--- src/verilog/warp_decode_macros.svh ---
`ifndef WARP_DECODE_MACROS_SVH
`define WARP_DECODE_MACROS_SVH

// raw 32-bit instruction word from fetch
`define WARP_INST_W 32

// architectural register address, x0..x31
`define WARP_REG_W 5

// immediate as carried in the bundle
// sign extension to 64 bits happens in the backend
`define WARP_IMM_W 32

// instructions decoded together per cycle
`define WARP_ISSUE_W 2

`endif

--- src/verilog/warp_decode_pkg.sv ---
`default_nettype none

`include "warp_decode_macros.svh"

package warp_decode_pkg;

    // backend pipeline class
    // zero means no pipe, used for illegal instructions
    typedef enum logic [3:0] {
        PIPE_NONE   = 4'd0,
        PIPE_XARITH = 4'd1,
        PIPE_XLOGIC = 4'd2,
        PIPE_XMULTL = 4'd3,
        PIPE_XMULTH = 4'd4,
        PIPE_XDIV   = 4'd5
    } pipe_e;

    // xarith unit op select
    typedef enum logic [1:0] {
        XARITH_ADD = 2'd0,
        XARITH_SLT = 2'd1
    } xarith_op_e;

    // xlogic unit op select
    typedef enum logic [2:0] {
        XLOGIC_AND = 3'd0,
        XLOGIC_OR  = 3'd1,
        XLOGIC_XOR = 3'd2,
        XLOGIC_SHF = 3'd3
    } xlogic_op_e;

    typedef struct packed {
        xarith_op_e op;
        logic       sub;
        // compare as unsigned, sltu / sltiu
        logic       is_unsigned;
    } xarith_ctrl_t;

    typedef struct packed {
        xlogic_op_e op;
        logic       invert;
    } xlogic_ctrl_t;

    // one decoded instruction as handed to issue
    typedef struct packed {
        logic                    legal;
        logic [`WARP_REG_W-1:0]  rd;
        logic [`WARP_REG_W-1:0]  rs2;
        logic [`WARP_REG_W-1:0]  rs1;
        logic [`WARP_IMM_W-1:0]  imm;
        pipe_e                   pipe;
        xarith_ctrl_t            xarith;
        xlogic_ctrl_t            xlogic;
    } decode_bundle_t;

endpackage

`default_nettype wire

--- src/verilog/warp_isa_pkg.sv ---
`default_nettype none

package warp_isa_pkg;

    // major opcode, inst[6:2]
    // inst[1:0] is always 2'b11 for uncompressed encodings
    typedef enum logic [4:0] {
        OPC_LOAD      = 5'b00000,
        OPC_LOAD_FP   = 5'b00001,
        OPC_MISC_MEM  = 5'b00011,
        OPC_OP_IMM    = 5'b00100,
        OPC_AUIPC     = 5'b00101,
        OPC_OP_IMM_32 = 5'b00110,
        OPC_STORE     = 5'b01000,
        OPC_STORE_FP  = 5'b01001,
        OPC_AMO       = 5'b01011,
        OPC_OP        = 5'b01100,
        OPC_LUI       = 5'b01101,
        OPC_OP_32     = 5'b01110,
        OPC_MADD      = 5'b10000,
        OPC_MSUB      = 5'b10001,
        OPC_NMSUB     = 5'b10010,
        OPC_NMADD     = 5'b10011,
        OPC_OP_FP     = 5'b10100,
        OPC_BRANCH    = 5'b11000,
        OPC_JALR      = 5'b11001,
        OPC_JAL       = 5'b11011,
        OPC_SYSTEM    = 5'b11100
    } opcode_e;

    // funct3 names for the integer op groups
    typedef enum logic [2:0] {
        F3_ADD_SUB = 3'b000,
        F3_SLL     = 3'b001,
        F3_SLT     = 3'b010,
        F3_SLTU    = 3'b011,
        F3_XOR     = 3'b100,
        F3_SR      = 3'b101,
        F3_OR      = 3'b110,
        F3_AND     = 3'b111
    } funct3_e;

endpackage

`default_nettype wire

--- src/verilog/warp_bundle_if.sv ---
`default_nettype none

// decoded pair from the two decoders into the skid buffer
interface warp_bundle_if
    import warp_decode_pkg::*;
();

    logic           valid;
    logic           ready;
    decode_bundle_t bundle0;
    decode_bundle_t bundle1;

    // decode side
    modport producer (output valid, output bundle0, output bundle1, input ready);

    // skid buffer side
    modport consumer (input valid, input bundle0, input bundle1, output ready);

endinterface

`default_nettype wire

--- src/verilog/warp_decode.sv ---
`default_nettype none

`include "warp_decode_macros.svh"

module warp_decode
    import warp_decode_pkg::*;
(
    input  wire                    i_clk,
    input  wire                    i_rst_n,
    // fetch side, pads with a nop when only one inst is available
    input  wire                    i_input_valid,
    output logic                   o_input_ready,
    input  wire [`WARP_INST_W-1:0] i_inst0,
    input  wire [`WARP_INST_W-1:0] i_inst1,
    // issue side
    output logic                   o_output_valid,
    input  wire                    i_output_ready,
    output decode_bundle_t         o_bundle0,
    output decode_bundle_t         o_bundle1
);

    warp_bundle_if dec_pair ();

    // fetch handshake passes through to the skid buffer
    assign dec_pair.valid = i_input_valid;
    assign o_input_ready  = dec_pair.ready;

    // slot 0, older instruction
    warp_udecode u_dec0 (
        .i_inst   (i_inst0),
        .o_bundle (dec_pair.bundle0)
    );

    // slot 1
    warp_udecode u_dec1 (
        .i_inst   (i_inst1),
        .o_bundle (dec_pair.bundle1)
    );

    // holds pairs while issue stalls
    warp_skid u_skid (
        .i_clk          (i_clk),
        .i_rst_n        (i_rst_n),
        .in_pair        (dec_pair),
        .o_output_valid (o_output_valid),
        .i_output_ready (i_output_ready),
        .o_bundle0      (o_bundle0),
        .o_bundle1      (o_bundle1)
    );

endmodule

`default_nettype wire

--- src/verilog/warp_imm_gen.sv ---
`default_nettype none

`include "warp_decode_macros.svh"

module warp_imm_gen
    import warp_isa_pkg::*;
(
    input  wire [`WARP_INST_W-1:0] i_inst,
    output logic [`WARP_IMM_W-1:0] o_imm
);

    opcode_e opcode;
    logic    sign;

    assign opcode = opcode_e'(i_inst[6:2]);
    // every format takes its sign from bit 31
    assign sign = i_inst[31];

    always_comb begin
        case (opcode)
            // I format, loads, jalr and the imm alu ops
            OPC_OP_IMM, OPC_OP_IMM_32, OPC_JALR, OPC_LOAD: begin
                o_imm = {{(`WARP_IMM_W-11){sign}}, i_inst[30:20]};
            end
            // S format, offset split around rs2
            OPC_STORE: begin
                o_imm = {{(`WARP_IMM_W-11){sign}}, i_inst[30:25], i_inst[11:7]};
            end
            // B format
            // bit 11 lives in inst[7], bit 0 is implied zero
            OPC_BRANCH: begin
                o_imm = {{(`WARP_IMM_W-12){sign}}, i_inst[7], i_inst[30:25],
                         i_inst[11:8], 1'b0};
            end
            // U format, upper 20 bits, low 12 zero
            OPC_LUI, OPC_AUIPC: begin
                o_imm = {{(`WARP_IMM_W-31){sign}}, i_inst[30:12], 12'b0};
            end
            // J format, scrambled 20-bit offset
            OPC_JAL: begin
                o_imm = {{(`WARP_IMM_W-20){sign}}, i_inst[19:12], i_inst[20],
                         i_inst[30:21], 1'b0};
            end
            // R format and the rest
            // only the funct7 slice lands in the immediate
            default: begin
                o_imm = {{(`WARP_IMM_W-11){sign}}, i_inst[30:25], 5'b0};
            end
        endcase
    end

endmodule

`default_nettype wire

--- src/verilog/warp_skid.sv ---
`default_nettype none

`include "warp_decode_macros.svh"

module warp_skid
    import warp_decode_pkg::*;
(
    input  wire                  i_clk,
    input  wire                  i_rst_n,
    warp_bundle_if.consumer      in_pair,
    output logic                 o_output_valid,
    input  wire                  i_output_ready,
    output decode_bundle_t       o_bundle0,
    output decode_bundle_t       o_bundle1
);

    // slot 0 in the low entry
    decode_bundle_t [`WARP_ISSUE_W-1:0] in_data;
    decode_bundle_t [`WARP_ISSUE_W-1:0] out_pair;
    decode_bundle_t [`WARP_ISSUE_W-1:0] skid_pair;
    logic                               out_valid;
    logic                               skid_valid;
    logic                               accept;
    logic                               drain;

    assign in_data = {in_pair.bundle1, in_pair.bundle0};

    // ready comes straight off the skid flop, no comb path from issue
    assign in_pair.ready = ~skid_valid;
    assign accept        = in_pair.valid && in_pair.ready;
    // output register free this cycle
    assign drain         = ~out_valid || i_output_ready;

    // control state
    always_ff @(posedge i_clk) begin
        if (i_rst_n) begin
            out_valid  <= 1'b0;
            skid_valid <= 1'b0;
        end else if (drain) begin
            // held pair goes first to keep order
            out_valid  <= skid_valid || accept;
            skid_valid <= 1'b0;
        end else if (accept) begin
            // output stalled, park the new pair
            skid_valid <= 1'b1;
        end
    end

    // payload, no reset
    always_ff @(posedge i_clk) begin
        if (drain) begin
            if (skid_valid)
                out_pair <= skid_pair;
            else if (accept)
                out_pair <= in_data;
        end
        if (!drain && accept)
            skid_pair <= in_data;
    end

    assign o_output_valid = out_valid;
    assign o_bundle0      = out_pair[0];
    assign o_bundle1      = out_pair[1];

endmodule

`default_nettype wire

--- src/verilog/warp_udecode.sv ---
`default_nettype none

`include "warp_decode_macros.svh"

module warp_udecode
    import warp_isa_pkg::*;
    import warp_decode_pkg::*;
(
    input  wire [`WARP_INST_W-1:0] i_inst,
    output decode_bundle_t         o_bundle
);

    opcode_e                opcode;
    funct3_e                funct3;
    logic [6:0]             funct7;
    logic [`WARP_REG_W-1:0] rs1;
    logic [`WARP_REG_W-1:0] rs2;
    logic [`WARP_REG_W-1:0] rd;
    logic [`WARP_IMM_W-1:0] imm;

    logic                   legal;
    pipe_e                  pipe;
    xarith_ctrl_t           xarith;
    xlogic_ctrl_t           xlogic;

    // funct7 space is sparse, only these three patterns matter
    logic f7_none;
    logic f7_alt;
    logic f7_muldiv;
    // shift imm in OP_IMM carries shamt[5] in bit 25
    logic shamt_lo;
    logic shamt_alt;
    // sub only comes from register-register forms
    logic sub_en;

    assign opcode = opcode_e'(i_inst[6:2]);
    assign funct3 = funct3_e'(i_inst[14:12]);
    assign funct7 = i_inst[31:25];

    // register fields are always extracted, legal or not
    assign rs1 = i_inst[19:15];
    assign rs2 = i_inst[24:20];
    assign rd  = i_inst[11:7];

    assign f7_none   = funct7 == 7'b0000000;
    assign f7_alt    = funct7 == 7'b0100000;
    assign f7_muldiv = funct7 == 7'b0000001;
    assign shamt_lo  = i_inst[31:26] == 6'b000000;
    assign shamt_alt = i_inst[31:26] == 6'b010000;
    assign sub_en    = (opcode == OPC_OP) || (opcode == OPC_OP_32);

    warp_imm_gen u_imm_gen (
        .i_inst (i_inst),
        .o_imm  (imm)
    );

    always_comb begin
        legal  = 1'b0;
        pipe   = PIPE_NONE;
        xarith = '0;
        xlogic = '0;

        case (opcode)
            // addi slti sltiu xori ori andi slli srli srai
            OPC_OP_IMM: begin
                legal = 1'b1;
                case (funct3)
                    F3_ADD_SUB: begin
                        pipe      = PIPE_XARITH;
                        xarith.op = XARITH_ADD;
                    end
                    F3_SLT, F3_SLTU: begin
                        pipe      = PIPE_XARITH;
                        xarith.op = XARITH_SLT;
                    end
                    F3_SLL: begin
                        legal     = shamt_lo;
                        pipe      = PIPE_XLOGIC;
                        xlogic.op = XLOGIC_SHF;
                    end
                    F3_SR: begin
                        legal     = shamt_lo || shamt_alt;
                        pipe      = PIPE_XLOGIC;
                        xlogic.op = XLOGIC_SHF;
                    end
                    F3_XOR: begin
                        pipe      = PIPE_XLOGIC;
                        xlogic.op = XLOGIC_XOR;
                    end
                    F3_OR: begin
                        pipe      = PIPE_XLOGIC;
                        xlogic.op = XLOGIC_OR;
                    end
                    default: begin
                        pipe      = PIPE_XLOGIC;
                        xlogic.op = XLOGIC_AND;
                    end
                endcase
            end
            // addiw slliw srliw sraiw
            OPC_OP_IMM_32: begin
                case (funct3)
                    F3_ADD_SUB: begin
                        legal     = 1'b1;
                        pipe      = PIPE_XARITH;
                        xarith.op = XARITH_ADD;
                    end
                    F3_SLL: begin
                        legal     = f7_none;
                        pipe      = PIPE_XLOGIC;
                        xlogic.op = XLOGIC_SHF;
                    end
                    F3_SR: begin
                        legal     = f7_none || f7_alt;
                        pipe      = PIPE_XLOGIC;
                        xlogic.op = XLOGIC_SHF;
                    end
                    default: legal = 1'b0;
                endcase
            end
            // base alu ops plus the M extension
            OPC_OP: begin
                legal = f7_none || f7_muldiv ||
                        (f7_alt && (funct3 == F3_ADD_SUB || funct3 == F3_SR));
                if (funct7[0]) begin
                    // mul, then mulh*, then div/rem
                    if (funct3 == F3_ADD_SUB)
                        pipe = PIPE_XMULTL;
                    else if (!funct3[2])
                        pipe = PIPE_XMULTH;
                    else
                        pipe = PIPE_XDIV;
                end else begin
                    case (funct3)
                        F3_ADD_SUB: begin
                            pipe      = PIPE_XARITH;
                            xarith.op = XARITH_ADD;
                        end
                        F3_SLT, F3_SLTU: begin
                            pipe      = PIPE_XARITH;
                            xarith.op = XARITH_SLT;
                        end
                        F3_SLL, F3_SR: begin
                            pipe      = PIPE_XLOGIC;
                            xlogic.op = XLOGIC_SHF;
                        end
                        F3_XOR: begin
                            pipe      = PIPE_XLOGIC;
                            xlogic.op = XLOGIC_XOR;
                        end
                        F3_OR: begin
                            pipe      = PIPE_XLOGIC;
                            xlogic.op = XLOGIC_OR;
                        end
                        default: begin
                            pipe      = PIPE_XLOGIC;
                            xlogic.op = XLOGIC_AND;
                        end
                    endcase
                end
            end
            // addw subw mulw sllw srlw sraw
            OPC_OP_32: begin
                case (funct3)
                    F3_ADD_SUB: begin
                        legal     = f7_none || f7_alt || f7_muldiv;
                        pipe      = funct7[0] ? PIPE_XMULTL : PIPE_XARITH;
                        xarith.op = XARITH_ADD;
                    end
                    F3_SLL: begin
                        legal     = f7_none;
                        pipe      = PIPE_XLOGIC;
                        xlogic.op = XLOGIC_SHF;
                    end
                    F3_SR: begin
                        legal     = f7_none || f7_alt;
                        pipe      = PIPE_XLOGIC;
                        xlogic.op = XLOGIC_SHF;
                    end
                    default: legal = 1'b0;
                endcase
            end
            // lui adds to x0, auipc adds to pc
            OPC_LUI, OPC_AUIPC: begin
                legal     = 1'b1;
                pipe      = PIPE_XARITH;
                xarith.op = XARITH_ADD;
            end
            default: legal = 1'b0;
        endcase

        // arith flags only for the arith pipe
        if (pipe == PIPE_XARITH) begin
            xarith.sub         = sub_en && funct7[5];
            xarith.is_unsigned = (xarith.op == XARITH_SLT) && funct3[0];
        end else begin
            xarith = '0;
        end
        if (pipe != PIPE_XLOGIC)
            xlogic = '0;

        // illegal keeps regs and imm but no class or controls
        if (!legal) begin
            pipe   = PIPE_NONE;
            xarith = '0;
            xlogic = '0;
        end
    end

    assign o_bundle = '{
        legal:  legal,
        rd:     rd,
        rs2:    rs2,
        rs1:    rs1,
        imm:    imm,
        pipe:   pipe,
        xarith: xarith,
        xlogic: xlogic
    };

endmodule

`default_nettype wire
--- config.mk ---
export PLATFORM = sky130hd
export DESIGN_NAME = warp_decode
export DESIGN_NICKNAME = d
export VERILOG_FILES = /design/src/verilog/warp_decode_pkg.sv /design/src/verilog/warp_isa_pkg.sv /design/src/verilog/warp_bundle_if.sv /design/src/verilog/warp_decode.sv /design/src/verilog/warp_imm_gen.sv /design/src/verilog/warp_skid.sv /design/src/verilog/warp_udecode.sv
export VERILOG_INCLUDE_DIRS = /design/src /design/src/verilog
export SDC_FILE = /design/constraint.sdc
export NUM_CORES = 1
export LEC_CHECK = 0
export BUFFER_PORTS_ARGS = -buffer_cell sky130_fd_sc_hd__buf_2
export CORE_ASPECT_RATIO = 0.6
export CORE_MARGIN = 1.5
export CORE_UTILIZATION = 25
export DETAILED_ROUTE_END_ITERATION = 10
export PLACE_DENSITY = 0.53
export SETUP_SLACK_MARGIN = 0.15
export SKIP_LAST_GASP = 1
export SLEW_MARGIN = 20
export SYNTH_ARGS = -nofsm -noshare
export SYNTH_HDL_FRONTEND = slang
export SYNTH_SLANG_ARGS = --single-unit
--- constraint.sdc ---
create_clock -name i_clk -period 24.6 [get_ports i_clk]
set_clock_uncertainty 0.15 [all_clocks]
set_input_delay 3.69 -clock i_clk [delete_from_list [all_inputs] [get_ports i_clk]]
set_output_delay 3.69 -clock i_clk [all_outputs]
set_load 0.01 [all_outputs]
* Word-level counts from Yosys, hierarchy flattened
Index checks and enable logic that the tools add are counted.
Storage, ports and cells: register bits after elaboration 242, output and inout port bits 122, word-level logic and storage cells 194
Cells by class: equality and inequality tests 44, mux-type cells 54, bitwise gates (word level) 2, reduce and logical (&&, ||, !) cells 48
Operators by type and width (number):
- $pmux W31 S5 | 2
- $mux W120 | 2
- $mux W4 | 12
- $eq A5 B4 Y1 const B | 8
- $pmux W4 S5 | 2
- $eq A5 B3 Y1 const B | 6
- $eq A5 B5 Y1 const B | 6
- $mux W2 | 12
- $eq A3 B3 Y1 const B | 6
- $pmux W3 S3 | 2
- $reduce_or A2 Y1 | 9
- $logic_or A1 B1 Y1 | 16
- $pmux W2 S2 | 4
- $pmux W4 S2 | 2
- $eq A7 B1 Y1 const B | 2
- $eq A7 B6 Y1 const B | 2
- $logic_not A7 Y1 | 2
- $eq A3 B2 Y1 const B | 4
- $eq A6 B5 Y1 const B | 2
- $logic_not A6 Y1 | 2
- $pmux W1 S3 | 4
- $pmux W2 S3 | 2
- $logic_not A5 Y1 | 2
- $pmux W1 S5 | 2
- 15 further kinds | 35

* Longest topological paths before layout
depth in word-level cells 11, mapped depth 7

* Cells and area by module
A second synthesis with hierarchy kept.
Unflattened totals: cells, all modules 693, area total of the unflattened synthesis 10914.2 um2
Modules (own cells, without submodules):
- warp_skid | instances 1, cells an instance 383, area an instance 8967.4 um2, sequential area each 7247.0 um2
- warp_udecode | instances 2, cells an instance 82, area an instance 561.8 um2, sequential area each 0.0 um2
- warp_imm_gen | instances 2, cells an instance 73, area an instance 411.6 um2, sequential area each 0.0 um2

* Worst setup path after synthesis
Ideal clock, no wire load.
path type in2reg, from input port i_output_ready, to register u_skid.skid_pair[100] (netlist name), enable pin, library setup time 0.743 ns, arrival time 12.020 ns, slack 11.687 ns, cell stages on the path 2, buffers on the path 0, cell sequence nand2b_1 > nor3b_1
On the way: cells in the longest elaborated chain, start to end 3
RTL lines:
- from (decl) | RTL line warp_decode.sv:17 | input wire i_output_ready,
- $logic_or A1 B1 Y1 | RTL line warp_skid.sv:32 | assign drain = ~out_valid || i_output_ready;
- $logic_not A1 Y1 | RTL line warp_skid.sv:57 | if (!drain && accept)
- $logic_and A1 B1 Y1 | RTL line warp_skid.sv:57
- to (signal assigned) | RTL line warp_skid.sv:58 | skid_pair <= in_data;
- to (decl) | RTL line warp_skid.sv:20 | decode_bundle_t [`WARP_ISSUE_W-1:0] skid_pair;
Every way passes these cells. A chain may end at the register's enable or synchronous reset.

* Worst setup path after layout
from register u_skid.skid_valid, to output port o_input_ready
On the way: cells in the longest elaborated chain, start to end 1
RTL lines:
- from (decl) | RTL line warp_skid.sv:22 | logic skid_valid;
- from (signal assigned) | RTL line warp_skid.sv:38 | skid_valid <= 1'b0;
- from (signal assigned) | RTL line warp_skid.sv:42 | skid_valid <= 1'b0;
- from (signal assigned) | RTL line warp_skid.sv:45 | skid_valid <= 1'b1;
- $not A1 Y1 | RTL line warp_skid.sv:29 | assign in_pair.ready = ~skid_valid;
- to (decl) | RTL line warp_decode.sv:12 | output logic o_input_ready,
Every way passes these cells.

==> impl_results.md <==
* Setup TNS Final at 0 ps
* Crit path DAT at approximately 2700 ps
* CP endpoint kind: output port
* Cts hold-fix bufs at 0
* Ys Warns at 0
* Crit share post-route at between 20% and 30%
* Worst R2R Setup Slack at around 21000 ps
* Synth Instances at 669
* Wirelength per Cell at between 15 and 20 um
* Slew HR at 27.11%
* CTS tree: yes
* Synth area leader: edfxtp_1
* Total via count in the routed design at ~6200
* Critical path required time at between 20000 and 25000 ps
* Final setup fails at 0
* CTS resizes at 0
* Mean Syn Cell Area at approximately 15 um2
* Reg2reg path depth at 2
* Largest net degree at the start of global routing at 66
* Area Overhead vs Synth at 21.63%
* Overflow after GRT at 0
* Final wirelength at about 26 mm
* Final min period at between 6000 and 7000 ps
* Via/cell ratio at 4.528
* Worst setup path startpoint: u_skid.skid_valid$_SDFFE_PP0P_
* First-pass GRT wire length at about 38 mm
* RePlAce Congestion at a little under 0.8
* Root buf cell: clkbuf_16
* Diode count at 0
* Critical R2R Launch: u_skid.skid_valid$_SDFFE_PP0P_
* Postcts setup bufs at 0
* Ys async rst share at 0%
* Slew Limit Fails at 0
* Startpoint types: flop
* RR Endpoint: u_skid.o_bundle0[47]$_DFFE_PP_
* Slew @ Worst Pin at ~1100 ps
* Die H at around 160 um
* Total track usage at approximately 12%
* Core Region at 39170 um2
* Max Clock Freq at 0.1529 GHz
* Starting Density at between 20% and 30%
* Synth unique cells at 67
* Post-Syn Area at 9973 um2
* Crit-path max FO at 65
* Post-route DRC at 0
* Worst Setup Path Type: reg -> out
* Pleak at between 0.004 and 0.005 uW
* Skew-Pair Late Insertion Delay at approximately 540 ps
* Seq/Total Area, Yosys at about two thirds
* Port Buf Inserts at between 150 and 200
* 1st-iter DRT viols at between 300 and 400
* Status: finished, final reports clean
* Yosys top cell area share at 67.44%
* H-tree depth at 1
* Unrepaired setup endpoints after global routing: no
* Die Area at 41140 um2
* Final ANT Viol Nets at 0
* FF+latch count, synth at roughly 230
* Peak VDD IR at roughly 0.000038 V
* Most frequent cells after synthesis: edfxtp_1, mux2_2, nand2_1
* Die X at roughly 260 um
* Worst hold slack at ~370 ps
* Final Hold Viols at 0
* Fillers at about 3900
* Vias in the first global route at between 5000 and 6000
* Post-synth EDFFs at about 220
* First-pass DRT Iterations at 4
* Top-count cell post-synth: edfxtp_1
* Clock sinks at between 200 and 250
* Layout cells sized above 1 at about 42%
* PwrDens at 75.62 nW/um2
* Dpl hpwl at 16.96 mm
* Worst min-delay path startpoint: u_skid.skid_pair[6]$_DFFE_PP_
* Num CTS Buffers at 25
* Max-cap violations at 0
* Worst-path clk slew at 60 ps
* Area contributors post-synth: edfxtp_1, mux2_2, nand2_1
* IO Pins at between 150 and 200
* CTS Buffer Depth at 3
* Top FF cell, synth: edfxtp_1
* Nets at roughly 900
* Standard-cell row count at between 50 and 60
* CP Capture Point: o_input_ready
* Hold Path Class: reg -> reg
* Initial antenna violation count at 3
==> worst min-delay path by stage <==
stage / cells past startpoint / end / slack, ps
after global placement: 2 / u_skid.o_bundle1[6]$_DFFE_PP_ / 360
after floorplan: 2 / u_skid.o_bundle0[10]$_DFFE_PP_ / 350
after global routing: 1 / u_skid.o_bundle1[39]$_DFFE_PP_ / 400
after detailed placement: 2 / u_skid.o_bundle0[6]$_DFFE_PP_ / 360
final: 2 / u_skid.o_bundle0[6]$_DFFE_PP_ / 370
after CTS: 2 / u_skid.o_bundle1[4]$_DFFE_PP_ / 380
==> worst max-delay path, stage by stage (launching register included) <==
cell and delay (ps):
dfxtp_4 1020, clkinv_2 760, buf_2 340
==> cells in the final DEF (no fill, tap or decap), types with 4 or more instances in the layout <==
master	n
a21oi_1	9
a22o_1	8
a31o_2	18
a31oi_1	4
and2_1	15
buf_2	177
buf_4	4
bufinv_16	4
clkbuf_1	5
clkbuf_16	25
clkinv_1	4
clkinv_2	4
conb_1	8
edfxtp_1	224
inv_1	6
mux2_2	92
nand2_1	85
nand2b_1	8
nand3_1	8
nand3b_1	6
nor2_1	27
nor3_1	6
nor3_2	7
nor3b_2	6
nor4_1	4
nor4b_1	4
o21ai_0	9
o21ai_1	6
o31ai_1	7
==> metal layers <==
metal  wire length (um)  GRT usage (%)  vias up
met2              11230          18.13      135
met3               1895          3.987       45
met1              12360          17.48     3158
met4                470          2.505        2
met5                 16              0        -
li1                   -              -     2886
==> state kept, by name (all words and copies together), names as in the netlist <==
name,flops
u_skid.o_bundle1,56
u_skid.skid_valid,1
u_skid.o_bundle0,56
u_skid.skid_pair,112
u_skid.o_output_valid,1
==> area by class of cell <==
cell class                      instances  area, um2  share of cell area, %
Clock buffer                           30      644.4                  5.312
Clock inverter                         14      173.9                  1.434
Inverter                               10      38.79                 0.3198
Multi-Input combinational cell        392       2934                  24.19
Sequential cell                       226       6770                  55.81
Tap cell                              522      653.1                  5.384
Timing Repair Buffer                  181      915.9                  7.550
==> where the power goes <==
part           total, uW  switching, uW  internal [uW]  leakage, uW
combinational       80.2           50.5           29.7      0.00179
clock                386            158            228     0.000393
sequential           452           5.35            446      0.00211
total                917            213            704      0.00429
==> cells by family (layout without fill, tap and decap cells) <==
family	Yosys count	count (layout)	synth area share (%)
XOR/XNOR	2	2	0.1757
AO/OA/AOI/OAI	91	91	7.603
other	1	8	0.03760
buffers and inverters	58	235	3.124
multiplexers	92	92	10.39
flip-flops	226	226	67.85
AND/OR/NAND/NOR	199	199	10.83
==> stage by stage <==
| stage | instances | util, % | total power, uW | setup slack (ps) | cell area [um2] |
|---|---|---|---|---|---|
| finish | 1375 | 30.97 | 917.4 | 18060 | 12130 |
| global route | 1375 | 30.97 | 953.1 | 17830 | 12130 |
| CTS | 1375 | 30.97 | 933.8 | 17910 | 12130 |
| detailed placement | 1331 | 28.88 | 541.3 | 18290 | 11310 |
| global placement | 1331 | 28.88 | 540.4 | 18310 | 11310 |
| floorplan | 676 | - | 508.5 | 11690 | 10000 |
(Power assumes the default switching activity.)
